File: src/i2c_bridge_pkg.sv
package i2c_bridge_pkg;

	// ----------------------------------------------------------------------
	// widths
	// ----------------------------------------------------------------------
	typedef logic [31:0] word_t;
	typedef logic [7:0]  byte_t;
	typedef logic [6:0]  dev_addr_t;
	typedef logic [3:0]  axil_addr_t;
	typedef logic [1:0]  axil_resp_t;
	typedef logic [2:0]  fifo_level_t;

	typedef enum logic [2:0] {IDLE, ADDR, DWR, DRD, ACKO, AACKO, ACKI} phy_state_t;

	// ----------------------------------------------------------------------
	// bit timing, in clk cycles
	// ----------------------------------------------------------------------
	localparam int GLITCH_LEN = 4;
	localparam int NEG_DLY    = 8;
	localparam int POS_DLY    = 4;
	localparam int RD_DLY     = 6;

	localparam int        FIFO_DEPTH   = 4;
	localparam dev_addr_t GENERAL_CALL = 7'h00;

	// register map
	localparam axil_addr_t REG_CTRL   = 4'h0;
	localparam axil_addr_t REG_STATUS = 4'h4;
	localparam axil_addr_t REG_RXDATA = 4'h8;
	localparam axil_addr_t REG_TXDATA = 4'hC;

	localparam axil_resp_t RESP_OKAY   = 2'd0;
	localparam axil_resp_t RESP_SLVERR = 2'd2;

	// status bits
	localparam int ST_RX_EMPTY = 0;
	localparam int ST_RX_FULL  = 1;
	localparam int ST_TX_EMPTY = 2;
	localparam int ST_TX_FULL  = 3;
	localparam int ST_WDONE    = 4;
	localparam int ST_RDONE    = 5;
	localparam int ST_RERR     = 6;

endpackage

File: src/i2c_event_if.sv
interface i2c_event_if;

	// one-cycle pulses from the bus side
	logic wdone;
	logic rdone;
	logic rerr;

	// address of the last acknowledged transfer
	i2c_bridge_pkg::dev_addr_t dev_addr;

	modport phy (
		output wdone, rdone, rerr, dev_addr
	);

	modport regs (
		input wdone, rdone, rerr, dev_addr
	);

endinterface

File: src/i2c_pin_filter.sv
module i2c_pin_filter (
	input  logic clk,
	input  logic rst,
	input  logic scl_i,
	input  logic sda_i,
	output logic scl_o,
	output logic sda_o,
	output logic scl_rise_o,
	output logic scl_fall_o,
	output logic start_o,
	output logic stop_o
);

	logic [i2c_bridge_pkg::GLITCH_LEN-1:0] scl_sh;
	logic [i2c_bridge_pkg::GLITCH_LEN-1:0] sda_sh;
	logic scl_d;
	logic sda_d;

	// level only moves once the older samples all agree
	always_ff @(posedge clk) begin
		if (rst) begin
			scl_sh <= '1;
			sda_sh <= '1;
			scl_o  <= 1'b1;
			sda_o  <= 1'b1;
		end else begin
			scl_sh <= {scl_sh[i2c_bridge_pkg::GLITCH_LEN-2:0], scl_i};
			sda_sh <= {sda_sh[i2c_bridge_pkg::GLITCH_LEN-2:0], sda_i};
			if (&scl_sh[i2c_bridge_pkg::GLITCH_LEN-1:1])
				scl_o <= 1'b1;
			else if (!(|scl_sh[i2c_bridge_pkg::GLITCH_LEN-1:1]))
				scl_o <= 1'b0;
			if (&sda_sh[i2c_bridge_pkg::GLITCH_LEN-1:1])
				sda_o <= 1'b1;
			else if (!(|sda_sh[i2c_bridge_pkg::GLITCH_LEN-1:1]))
				sda_o <= 1'b0;
		end
	end

	// edges and bus conditions follow the level by one cycle
	always_ff @(posedge clk) begin
		if (rst) begin
			scl_d      <= 1'b1;
			sda_d      <= 1'b1;
			scl_rise_o <= 1'b0;
			scl_fall_o <= 1'b0;
			start_o    <= 1'b0;
			stop_o     <= 1'b0;
		end else begin
			scl_d      <= scl_o;
			sda_d      <= sda_o;
			scl_rise_o <= scl_o && !scl_d;
			scl_fall_o <= !scl_o && scl_d;
			// sda falls or rises while scl stays high
			start_o    <= scl_o && scl_d && sda_d && !sda_o;
			stop_o     <= scl_o && scl_d && !sda_d && sda_o;
		end
	end

	// a filtered level holds for at least three cycles once it moves
	assert property (@(posedge clk) disable iff (rst)
		scl_o != $past(scl_o) |->
		$past(scl_o) == $past(scl_o, 2) && $past(scl_o, 2) == $past(scl_o, 3))
		else $error("filtered scl moved inside the glitch window");

	assert property (@(posedge clk) disable iff (rst)
		sda_o != $past(sda_o) |->
		$past(sda_o) == $past(sda_o, 2) && $past(sda_o, 2) == $past(sda_o, 3))
		else $error("filtered sda moved inside the glitch window");

endmodule

File: src/i2c_target_phy.sv
module i2c_target_phy (
	input  logic                      clk,
	input  logic                      rst,
	input  logic                      scl,
	input  logic                      sda,
	input  logic                      scl_rise,
	input  logic                      scl_fall,
	input  logic                      start,
	input  logic                      stop,
	input  i2c_bridge_pkg::dev_addr_t own_addr_i,
	input  logic                      rx_full_i,
	input  logic                      tx_empty_i,
	input  i2c_bridge_pkg::word_t     tx_word_i,
	output logic                      rx_push_o,
	output i2c_bridge_pkg::word_t     rx_word_o,
	output logic                      tx_pop_o,
	output logic                      sda_oe_o,
	i2c_event_if.phy                  ev
);

	i2c_bridge_pkg::phy_state_t state;
	i2c_bridge_pkg::phy_state_t state_n;
	i2c_bridge_pkg::word_t      sbuf;
	i2c_bridge_pkg::byte_t      addr_byte;
	logic [2:0] bit_cnt;
	logic [1:0] byte_cnt;
	logic [3:0] neg_cnt;
	logic [3:0] pos_cnt;
	logic       start_seen;
	logic       ack_q;
	logic       rw;
	logic       acki;
	logic       neg_dly;
	logic       sample;
	logic       byte_end;
	logic       addr_ok;
	logic       rd_err;

	// ----------------------------------------------------------------------
	// delays after scl edges
	// ----------------------------------------------------------------------
	assign neg_dly = neg_cnt == 4'(i2c_bridge_pkg::NEG_DLY);
	// only sample while scl is still high
	assign sample  = pos_cnt == 4'(i2c_bridge_pkg::POS_DLY) && scl;

	always_ff @(posedge clk) begin
		if (rst)
			neg_cnt <= '0;
		else if (scl_fall)
			neg_cnt <= 4'd1;
		else if (neg_cnt != '0 && !neg_dly)
			neg_cnt <= neg_cnt + 4'd1;
		else
			neg_cnt <= '0;
	end

	always_ff @(posedge clk) begin
		if (rst)
			pos_cnt <= '0;
		else if (scl_rise)
			pos_cnt <= 4'd1;
		else if (pos_cnt != '0 && pos_cnt != 4'(i2c_bridge_pkg::POS_DLY))
			pos_cnt <= pos_cnt + 4'd1;
		else
			pos_cnt <= '0;
	end

	assign byte_end  = scl_fall && bit_cnt == 3'd7;
	assign addr_byte = sbuf[7:0];
	assign addr_ok   = (addr_byte[7:1] == own_addr_i ||
		addr_byte[7:1] == i2c_bridge_pkg::GENERAL_CALL) &&
		(addr_byte[0] ? !tx_empty_i : !rx_full_i);
	// released line pulled low by someone else
	assign rd_err    = state == i2c_bridge_pkg::DRD && sample && !sda_oe_o && !sda;

	// ----------------------------------------------------------------------
	// state machine
	// ----------------------------------------------------------------------
	always_comb begin
		state_n = state;
		case (state)
			i2c_bridge_pkg::IDLE:
				if (start_seen && scl_fall)
					state_n = i2c_bridge_pkg::ADDR;
			i2c_bridge_pkg::ADDR:
				if (byte_end)
					state_n = i2c_bridge_pkg::AACKO;
			i2c_bridge_pkg::DWR:
				if (byte_end)
					state_n = i2c_bridge_pkg::ACKO;
			i2c_bridge_pkg::DRD:
				if (rd_err)
					state_n = i2c_bridge_pkg::IDLE;
				else if (byte_end)
					state_n = i2c_bridge_pkg::ACKI;
			i2c_bridge_pkg::ACKO:
				if (scl_fall)
					state_n = ack_q ? i2c_bridge_pkg::DWR : i2c_bridge_pkg::IDLE;
			i2c_bridge_pkg::AACKO:
				if (scl_fall && !ack_q)
					state_n = i2c_bridge_pkg::IDLE;
				else if (scl_fall)
					state_n = rw ? i2c_bridge_pkg::DRD : i2c_bridge_pkg::DWR;
			i2c_bridge_pkg::ACKI:
				// master nack, or no word left for the next byte
				if (scl_fall && (acki || (byte_cnt == 2'd0 && tx_empty_i)))
					state_n = i2c_bridge_pkg::IDLE;
				else if (scl_fall)
					state_n = i2c_bridge_pkg::DRD;
			default:
				state_n = i2c_bridge_pkg::IDLE;
		endcase
		if (start || stop)
			state_n = i2c_bridge_pkg::IDLE;
	end

	always_ff @(posedge clk) begin
		if (rst)
			state <= i2c_bridge_pkg::IDLE;
		else
			state <= state_n;
	end

	always_ff @(posedge clk) begin
		if (rst)
			start_seen <= 1'b0;
		else if (start)
			start_seen <= 1'b1;
		else if (scl_fall)
			start_seen <= 1'b0;
	end

	always_ff @(posedge clk) begin
		if (rst || state == i2c_bridge_pkg::IDLE)
			bit_cnt <= '0;
		else if (scl_fall && (state == i2c_bridge_pkg::ADDR ||
			state == i2c_bridge_pkg::DWR || state == i2c_bridge_pkg::DRD))
			bit_cnt <= bit_cnt + 3'd1;
	end

	// bytes within the current word
	always_ff @(posedge clk) begin
		if (rst || state == i2c_bridge_pkg::IDLE)
			byte_cnt <= '0;
		else if (byte_end && (state == i2c_bridge_pkg::DWR || state == i2c_bridge_pkg::DRD))
			byte_cnt <= byte_cnt + 2'd1;
	end

	// ----------------------------------------------------------------------
	// acknowledge decisions
	// ----------------------------------------------------------------------
	always_ff @(posedge clk) begin
		if (rst) begin
			ack_q       <= 1'b0;
			rw          <= 1'b0;
			ev.dev_addr <= '0;
		end else if (state == i2c_bridge_pkg::ADDR && byte_end) begin
			ack_q <= addr_ok;
			rw    <= addr_byte[0];
			if (addr_ok)
				ev.dev_addr <= addr_byte[7:1];
		end else if (state == i2c_bridge_pkg::DWR && byte_end) begin
			// refuse a byte that would complete a word with nowhere to go
			ack_q <= !(byte_cnt == 2'd3 && rx_full_i);
		end
	end

	always_ff @(posedge clk) begin
		if (rst)
			acki <= 1'b1;
		else if (state == i2c_bridge_pkg::ACKI && sample)
			acki <= sda;
	end

	// sda only moves while scl is low
	always_ff @(posedge clk) begin
		if (rst || state_n == i2c_bridge_pkg::IDLE)
			sda_oe_o <= 1'b0;
		else if (neg_dly) begin
			case (state)
				i2c_bridge_pkg::AACKO,
				i2c_bridge_pkg::ACKO: sda_oe_o <= ack_q;
				i2c_bridge_pkg::DWR:  sda_oe_o <= 1'b0;
				i2c_bridge_pkg::DRD:  sda_oe_o <= !sbuf[31];
				default:              sda_oe_o <= sda_oe_o;
			endcase
		end else if (state == i2c_bridge_pkg::ACKI &&
			neg_cnt == 4'(i2c_bridge_pkg::RD_DLY))
			sda_oe_o <= 1'b0;
	end

	// ----------------------------------------------------------------------
	// shift buffer and fifo strobes
	// ----------------------------------------------------------------------
	always_ff @(posedge clk) begin
		if (tx_pop_o)
			sbuf <= tx_word_i;
		else if (sample && (state == i2c_bridge_pkg::ADDR || state == i2c_bridge_pkg::DWR))
			sbuf <= {sbuf[30:0], sda};
		else if (sample && state == i2c_bridge_pkg::DRD)
			sbuf <= {sbuf[30:0], 1'b0};
	end

	assign rx_word_o = sbuf;

	always_ff @(posedge clk) begin
		if (rst) begin
			tx_pop_o  <= 1'b0;
			rx_push_o <= 1'b0;
		end else begin
			tx_pop_o  <= (state == i2c_bridge_pkg::ADDR && byte_end && addr_ok && addr_byte[0]) ||
				(state == i2c_bridge_pkg::ACKI && state_n == i2c_bridge_pkg::DRD &&
				byte_cnt == 2'd0);
			rx_push_o <= state == i2c_bridge_pkg::DWR && byte_end && byte_cnt == 2'd3 &&
				!rx_full_i;
		end
	end

	always_ff @(posedge clk) begin
		if (rst) begin
			ev.wdone <= 1'b0;
			ev.rdone <= 1'b0;
			ev.rerr  <= 1'b0;
		end else begin
			ev.wdone <= state == i2c_bridge_pkg::DWR && (start || stop);
			ev.rdone <= state == i2c_bridge_pkg::ACKI && scl_fall && acki;
			ev.rerr  <= rd_err;
		end
	end

	assert property (@(posedge clk) disable iff (rst) rx_push_o |-> !rx_full_i)
		else $error("receive FIFO pushed while full");

	assert property (@(posedge clk) disable iff (rst) tx_pop_o |-> !tx_empty_i)
		else $error("transmit FIFO popped while empty");

endmodule

File: src/word_fifo.sv
module word_fifo (
	input  logic                        clk,
	input  logic                        rst,
	input  logic                        push_i,
	input  logic                        pop_i,
	input  i2c_bridge_pkg::word_t       data_i,
	output i2c_bridge_pkg::word_t       data_o,
	output logic                        empty_o,
	output logic                        full_o,
	output i2c_bridge_pkg::fifo_level_t level_o
);

	i2c_bridge_pkg::word_t mem [i2c_bridge_pkg::FIFO_DEPTH];
	logic [$clog2(i2c_bridge_pkg::FIFO_DEPTH)-1:0] wr_ptr;
	logic [$clog2(i2c_bridge_pkg::FIFO_DEPTH)-1:0] rd_ptr;
	logic do_push;
	logic do_pop;

	assign do_push = push_i && !full_o;
	assign do_pop  = pop_i && !empty_o;
	assign empty_o = level_o == '0;
	assign full_o  = level_o == i2c_bridge_pkg::fifo_level_t'(i2c_bridge_pkg::FIFO_DEPTH);

	// head word visible without a pop
	assign data_o = mem[rd_ptr];

	always_ff @(posedge clk) begin
		if (do_push)
			mem[wr_ptr] <= data_i;
	end

	always_ff @(posedge clk) begin
		if (rst) begin
			wr_ptr  <= '0;
			rd_ptr  <= '0;
			level_o <= '0;
		end else begin
			if (do_push)
				wr_ptr <= wr_ptr + 1'b1;
			if (do_pop)
				rd_ptr <= rd_ptr + 1'b1;
			// simultaneous push and pop keep the count
			case ({do_push, do_pop})
				2'b10:   level_o <= level_o + 1'b1;
				2'b01:   level_o <= level_o - 1'b1;
				default: level_o <= level_o;
			endcase
		end
	end

	assert property (@(posedge clk) disable iff (rst) !(push_i && full_o) && !(pop_i && empty_o))
		else $error("FIFO overflow or underflow");

endmodule

File: src/i2c_axil_regs.sv
module i2c_axil_regs (
	input  logic                       clk,
	input  logic                       rst,
	input  i2c_bridge_pkg::axil_addr_t awaddr_i,
	input  logic                       awvalid_i,
	output logic                       awready_o,
	input  i2c_bridge_pkg::word_t      wdata_i,
	input  logic [3:0]                 wstrb_i,
	input  logic                       wvalid_i,
	output logic                       wready_o,
	output i2c_bridge_pkg::axil_resp_t bresp_o,
	output logic                       bvalid_o,
	input  logic                       bready_i,
	input  i2c_bridge_pkg::axil_addr_t araddr_i,
	input  logic                       arvalid_i,
	output logic                       arready_o,
	output i2c_bridge_pkg::word_t      rdata_o,
	output i2c_bridge_pkg::axil_resp_t rresp_o,
	output logic                       rvalid_o,
	input  logic                       rready_i,
	i2c_event_if.regs                  ev,
	input  i2c_bridge_pkg::word_t      rx_word_i,
	input  logic                       rx_empty_i,
	input  logic                       rx_full_i,
	input  logic                       tx_empty_i,
	input  logic                       tx_full_i,
	output logic                       rx_pop_o,
	output logic                       tx_push_o,
	output i2c_bridge_pkg::word_t      tx_word_o,
	output i2c_bridge_pkg::dev_addr_t  own_addr_o
);

	logic                       wr_hs;
	logic                       rd_hs;
	logic [2:0]                 sticky;
	logic [2:0]                 sticky_clr;
	i2c_bridge_pkg::word_t      status;
	i2c_bridge_pkg::word_t      rd_word;
	i2c_bridge_pkg::axil_resp_t rd_resp;

	// ----------------------------------------------------------------------
	// write channel
	// ----------------------------------------------------------------------
	assign wr_hs     = awvalid_i && wvalid_i && !bvalid_o;
	assign awready_o = wr_hs;
	assign wready_o  = wr_hs;
	assign tx_push_o = wr_hs && awaddr_i == i2c_bridge_pkg::REG_TXDATA && !tx_full_i;
	assign tx_word_o = wdata_i;

	always_ff @(posedge clk) begin
		if (rst) begin
			bvalid_o   <= 1'b0;
			bresp_o    <= i2c_bridge_pkg::RESP_OKAY;
			own_addr_o <= '0;
		end else if (wr_hs) begin
			bvalid_o <= 1'b1;
			bresp_o  <= i2c_bridge_pkg::RESP_OKAY;
			case (awaddr_i)
				i2c_bridge_pkg::REG_CTRL:
					if (wstrb_i[0])
						own_addr_o <= wdata_i[6:0];
				i2c_bridge_pkg::REG_STATUS,
				i2c_bridge_pkg::REG_RXDATA: ;
				i2c_bridge_pkg::REG_TXDATA:
					if (tx_full_i)
						bresp_o <= i2c_bridge_pkg::RESP_SLVERR;
				default:
					bresp_o <= i2c_bridge_pkg::RESP_SLVERR;
			endcase
		end else if (bready_i) begin
			bvalid_o <= 1'b0;
		end
	end

	// event bits, write one to clear; a new event wins over the clear
	assign sticky_clr = (wr_hs && awaddr_i == i2c_bridge_pkg::REG_STATUS && wstrb_i[0]) ?
		wdata_i[i2c_bridge_pkg::ST_RERR:i2c_bridge_pkg::ST_WDONE] : 3'b000;

	always_ff @(posedge clk) begin
		if (rst)
			sticky <= '0;
		else
			sticky <= (sticky & ~sticky_clr) | {ev.rerr, ev.rdone, ev.wdone};
	end

	always_comb begin
		status = '0;
		status[i2c_bridge_pkg::ST_RX_EMPTY] = rx_empty_i;
		status[i2c_bridge_pkg::ST_RX_FULL]  = rx_full_i;
		status[i2c_bridge_pkg::ST_TX_EMPTY] = tx_empty_i;
		status[i2c_bridge_pkg::ST_TX_FULL]  = tx_full_i;
		status[i2c_bridge_pkg::ST_RERR:i2c_bridge_pkg::ST_WDONE] = sticky;
		// last acknowledged device address
		status[14:8] = ev.dev_addr;
	end

	// ----------------------------------------------------------------------
	// read channel
	// ----------------------------------------------------------------------
	assign arready_o = !rvalid_o;
	assign rd_hs     = arvalid_i && arready_o;
	assign rx_pop_o  = rd_hs && araddr_i == i2c_bridge_pkg::REG_RXDATA && !rx_empty_i;

	always_comb begin
		rd_word = '0;
		rd_resp = i2c_bridge_pkg::RESP_OKAY;
		case (araddr_i)
			i2c_bridge_pkg::REG_CTRL:   rd_word = i2c_bridge_pkg::word_t'(own_addr_o);
			i2c_bridge_pkg::REG_STATUS: rd_word = status;
			i2c_bridge_pkg::REG_RXDATA:
				if (rx_empty_i)
					rd_resp = i2c_bridge_pkg::RESP_SLVERR;
				else
					rd_word = rx_word_i;
			i2c_bridge_pkg::REG_TXDATA: rd_word = '0;
			default:                    rd_resp = i2c_bridge_pkg::RESP_SLVERR;
		endcase
	end

	always_ff @(posedge clk) begin
		if (rst) begin
			rvalid_o <= 1'b0;
			rresp_o  <= i2c_bridge_pkg::RESP_OKAY;
		end else if (rd_hs) begin
			rvalid_o <= 1'b1;
			rresp_o  <= rd_resp;
		end else if (rready_i) begin
			rvalid_o <= 1'b0;
		end
	end

	always_ff @(posedge clk) begin
		if (rd_hs)
			rdata_o <= rd_word;
	end

	assert property (@(posedge clk) disable iff (rst)
		rvalid_o && !rready_i |=> rvalid_o && $stable(rdata_o))
		else $error("read data dropped or changed before rready");

endmodule

File: src/i2c_bridge_top.sv
module i2c_bridge_top (
	input  logic                       clk,
	input  logic                       rst,
	input  logic                       scl_i,
	input  logic                       sda_i,
	output logic                       sda_oe_o,
	input  i2c_bridge_pkg::axil_addr_t awaddr_i,
	input  logic                       awvalid_i,
	output logic                       awready_o,
	input  i2c_bridge_pkg::word_t      wdata_i,
	input  logic [3:0]                 wstrb_i,
	input  logic                       wvalid_i,
	output logic                       wready_o,
	output i2c_bridge_pkg::axil_resp_t bresp_o,
	output logic                       bvalid_o,
	input  logic                       bready_i,
	input  i2c_bridge_pkg::axil_addr_t araddr_i,
	input  logic                       arvalid_i,
	output logic                       arready_o,
	output i2c_bridge_pkg::word_t      rdata_o,
	output i2c_bridge_pkg::axil_resp_t rresp_o,
	output logic                       rvalid_o,
	input  logic                       rready_i
);

	logic scl;
	logic sda;
	logic scl_rise;
	logic scl_fall;
	logic start;
	logic stop;
	logic rx_push;
	logic rx_pop;
	logic rx_empty;
	logic rx_full;
	logic tx_push;
	logic tx_pop;
	logic tx_empty;
	logic tx_full;
	i2c_bridge_pkg::word_t     rx_wr_word;
	i2c_bridge_pkg::word_t     rx_rd_word;
	i2c_bridge_pkg::word_t     tx_wr_word;
	i2c_bridge_pkg::word_t     tx_rd_word;
	i2c_bridge_pkg::dev_addr_t own_addr;

	i2c_event_if ev ();

	i2c_pin_filter u_filter (
		.clk        (clk),
		.rst        (rst),
		.scl_i      (scl_i),
		.sda_i      (sda_i),
		.scl_o      (scl),
		.sda_o      (sda),
		.scl_rise_o (scl_rise),
		.scl_fall_o (scl_fall),
		.start_o    (start),
		.stop_o     (stop)
	);

	i2c_target_phy u_phy (
		.clk        (clk),
		.rst        (rst),
		.scl        (scl),
		.sda        (sda),
		.scl_rise   (scl_rise),
		.scl_fall   (scl_fall),
		.start      (start),
		.stop       (stop),
		.own_addr_i (own_addr),
		.rx_full_i  (rx_full),
		.tx_empty_i (tx_empty),
		.tx_word_i  (tx_rd_word),
		.rx_push_o  (rx_push),
		.rx_word_o  (rx_wr_word),
		.tx_pop_o   (tx_pop),
		.sda_oe_o   (sda_oe_o),
		.ev         (ev)
	);

	// bus to host
	word_fifo u_rx_fifo (
		.clk     (clk),
		.rst     (rst),
		.push_i  (rx_push),
		.pop_i   (rx_pop),
		.data_i  (rx_wr_word),
		.data_o  (rx_rd_word),
		.empty_o (rx_empty),
		.full_o  (rx_full),
		.level_o ()
	);

	// host to bus
	word_fifo u_tx_fifo (
		.clk     (clk),
		.rst     (rst),
		.push_i  (tx_push),
		.pop_i   (tx_pop),
		.data_i  (tx_wr_word),
		.data_o  (tx_rd_word),
		.empty_o (tx_empty),
		.full_o  (tx_full),
		.level_o ()
	);

	// axi ports share their names with the top level
	i2c_axil_regs u_regs (
		.*,
		.ev         (ev),
		.rx_word_i  (rx_rd_word),
		.rx_empty_i (rx_empty),
		.rx_full_i  (rx_full),
		.tx_empty_i (tx_empty),
		.tx_full_i  (tx_full),
		.rx_pop_o   (rx_pop),
		.tx_push_o  (tx_push),
		.tx_word_o  (tx_wr_word),
		.own_addr_o (own_addr)
	);

endmodule

File: config.mk
export PLATFORM = sky130hd
export DESIGN_NAME = i2c_bridge_top
export DESIGN_NICKNAME = d
export VERILOG_FILES = /design/src/i2c_bridge_pkg.sv /design/src/i2c_event_if.sv /design/src/i2c_pin_filter.sv /design/src/i2c_target_phy.sv /design/src/word_fifo.sv /design/src/i2c_axil_regs.sv /design/src/i2c_bridge_top.sv
export SDC_FILE = /design/constraint.sdc
export NUM_CORES = 1
export LEC_CHECK = 0
export BUFFER_PORTS_ARGS = -buffer_cell sky130_fd_sc_hd__buf_2
export CELL_PAD_IN_SITES_DETAIL_PLACEMENT = 1
export CELL_PAD_IN_SITES_GLOBAL_PLACEMENT = 2
export CORE_MARGIN = 8
export CORE_UTILIZATION = 41
export CTS_CLUSTER_SIZE = 30
export DETAILED_ROUTE_END_ITERATION = 10
export GPL_TIMING_DRIVEN = 0
export PLACE_DENSITY_LB_ADDON = 0.12
export SETUP_SLACK_MARGIN = 0.5
export SYNTH_ARGS = -nofsm -noshare
export SYNTH_HDL_FRONTEND = slang
export SYNTH_SLANG_ARGS = --single-unit
File: constraint.sdc
create_clock -name clk -period 3.6 [get_ports clk]
set_input_delay 0.36 -clock clk [delete_from_list [all_inputs] [get_ports clk]]
set_output_delay 0.36 -clock clk [all_outputs]
set_load 0.02 [all_outputs]
==> metrics.cfg <==
[routing]
via_per_inst=5.138
dr_total_vias=8293
highest_layer=met4
drt_iter0_markers=460
wl_um=34420
wl_met3_um=1190
wl_met1_um=15240
drcViolationCount=0
dr.pass1.iters=5
wire_per_inst_um=21.32
ant_nets=0
routed-wl-met2_um=17170

[power_and_ir_drop]
p_sw_uw=1959
internal-power_uw=7557
power_uw=9515
ir_drop_mv=0.4099
p_sw_frac=0.2058
p_leak_uw=0.006225
seq_power_share=0.526
combPwrFrac=0.020
clkPwrFrac=0.454
power_density_mw_per_mm2=512.3

[floorplanning]
fp.dieW_um=211.0
core_mm2=0.03758
rows=71
initial_core_util=0.4150
ioPinCount=95
die_area_mm2=0.04454
chipHeight_um=211.0

[yosys]
synth_top_cell_area_share=0.6161
yosysMostFrequentCell=edfxtp_1
yosys_warnings=0
ys_types=61
synthTopCellsByArea=edfxtp_1 62%, dfxtp_1 10%, mux4_2 9.2%
ys_ff_latch=401
synth_edf_count=320
yosysSeqAreaShare=0.7201
synthTopCellsByCount=320 x edfxtp_1, 81 x dfxtp_1, 64 x mux4_2
syn-cell-area_mm2=0.01560
synth-async-reset-ratio=0
synth-main-ff-cell=edfxtp_1
syn_area_per_cell_um2=17.41
synth_top_area_cell=edfxtp_1
syn_inst=896

[sta]
relSlewSlack=0.07937
hold_violations=0
setup_viol=0
rsz0062_at_grt=false
fmax_mhz=364.0
finClkSkew_ns=0.02536
tightestPinTransition_ns=1.362
drv_slew=0
setup_slack_ns=0.8529
timing.final.crit_share=0.7631
period_minus_slack_ns=2.747

[layout]
drive_gt1_frac=0.2774
instances_no_fill=1614
post-route-util=0.4943
final_area_mm2=0.01857
fillCellCount=3573
n_antenna_cell=0
num-nets-final=1142
area_growth_pct=19.09

[place]
dp_hpwl_um=23090
placed_cell_area_mm2=0.01693
gp_congestion=0.7812
io_buffers=88
place_inst=1508
place_ws_ns=0.7688

[clock_network]
insertion_delay_ns=0.57
cts_max_level=2
holdBufCountCts=24
cts-resized-gates=0
tritoncts=yes
clock_path_buffers=3
path_clk_slew_ns=0.06
cts.sink_count=401
cts_setup_buffers=0
cts-root-buf=clkbuf_16
cts_made_buffers=45

[grt]
grt_first_pass_wirelength_um=53000
overflow=0
grt_max_degree=33
antenna_found_initial=0
first_global_vias=8944
track_usage=0.1565

[worst_hold_path]
hold_class=in2reg

[job]
maxCapViolCount=0

[setup_path]
critPathLaunchType=flop
critical_path_required_ns=4.08
cp_max_fo=7
worstPathArrival_ns=3.23
cp-end-kind=flop
crit_type=reg2reg

[run_status]
status=finished, final reports clean

==> flip-flops by register name, summed over array words and instances, names as in the netlist, 2 cells and up, named ones only <==
signal / count
u_phy.neg_cnt: 4
u_regs.sticky: 3
u_phy.state: 3
u_filter.scl_sh: 4
u_rx_fifo.level_o: 3
u_tx_fifo.level_o: 3
u_tx_fifo.mem: 128
u_regs.own_addr_o: 7
u_phy.pos_cnt: 4
u_phy.ev.dev_addr: 7
u_rx_fifo.rd_ptr: 2
u_tx_fifo.wr_ptr: 2
u_filter.sda_sh: 4
u_rx_fifo.wr_ptr: 2
u_rx_fifo.mem: 128
u_regs.rdata_o: 32
u_phy.bit_cnt: 3
u_tx_fifo.rd_ptr: 2
u_phy.byte_cnt: 2
u_phy.rx_word_o: 32
==> final cells by class <==
cell class	count	area [µm²]	share of cell area
tap	511	639.4	0.03442
multi-input combinational	418	4063	0.2187
buffer	42	195.2	0.01051
sequential	401	11230	0.6047
clock inverter	30	227.7	0.01226
timing repair buffer	124	908.4	0.04891
clock buffer	52	1174	0.06319
inverter	36	135.1	0.007276
==> power by group through the flow <==
stage	Combinational, µW	Clock, µW	Sequential, µW
6_report	195	4320	5000
5_1_grt	212	4610	5000
4_1_cts	200	4450	5000
3_5_place_dp	178	0	5100
3_3_place_gp	170	0	5100
2_1_floorplan	48.2	0	5130
==> worst max-delay path, cell delays in order (launching register included) <==
cell and delay [ns]:
dfxtp_1 0.39, nor3_1 0.14, nor4_4 0.60, and2_1 0.26, ha_1 0.19, inv_1 0.07, fa_1 0.42, xor2_1 0.16
or3_1 0.30, a21oi_1 0.13
==> routing by layer <==
metal,up-vias,track usage
met5,-,0
met1,4267,0.2003
met2,146,0.2685
li1,3819,-
met3,61,0.02537
met4,0,0.05261
==> cell usage in the layout (no fill, tap or decap), types with 24 or more instances in the layout <==
cell,n
mux4_2,64
mux2_2,32
inv_1,35
nor2_1,49
dfxtp_1,81
clkbuf_1,30
a21oi_1,24
buf_2,101
edfxtp_1,320
clkbuf_16,46
dlygate4sd3_1,24
==> cell families (layout without fill, tap and decap cells) <==
group,after synthesis,after routing,synth area share
buf+inv,78,284,0.02118
mux,109,109,0.1239
xor+xnor,22,22,0.01235
fa+ha+maj,21,21,0.01781
other cells,1,2,0.0002404
simple gates,184,184,0.06707
flops,401,401,0.7201
compound gates,80,80,0.03739
==> worst paths after layout <==
kind                              from                   end  slack [ns]  cells past startpoint
setup / recovery  u_rx_fifo.level_o[0]  u_rx_fifo.level_o[2]        0.85                      9
hold / removal             wdata_i[30]  u_tx_fifo.mem[1][30]        0.03                      1
setup reg to reg  u_rx_fifo.level_o[0]  u_rx_fifo.level_o[2]        0.85                      9
hold reg to reg     u_filter.scl_sh[0]    u_filter.scl_sh[1]        0.42                      1
==> metrics by stage <==
stage,hold slack [ns],setup TNS (ns)
finish,0.03450,0
global route,0.01414,0
CTS,0.0006539,0
detailed placement,0.3995,0
global placement,0.4010,-14.00
floorplan,0.3895,0
No activity file was read; power rests on OpenSTA's default activity.
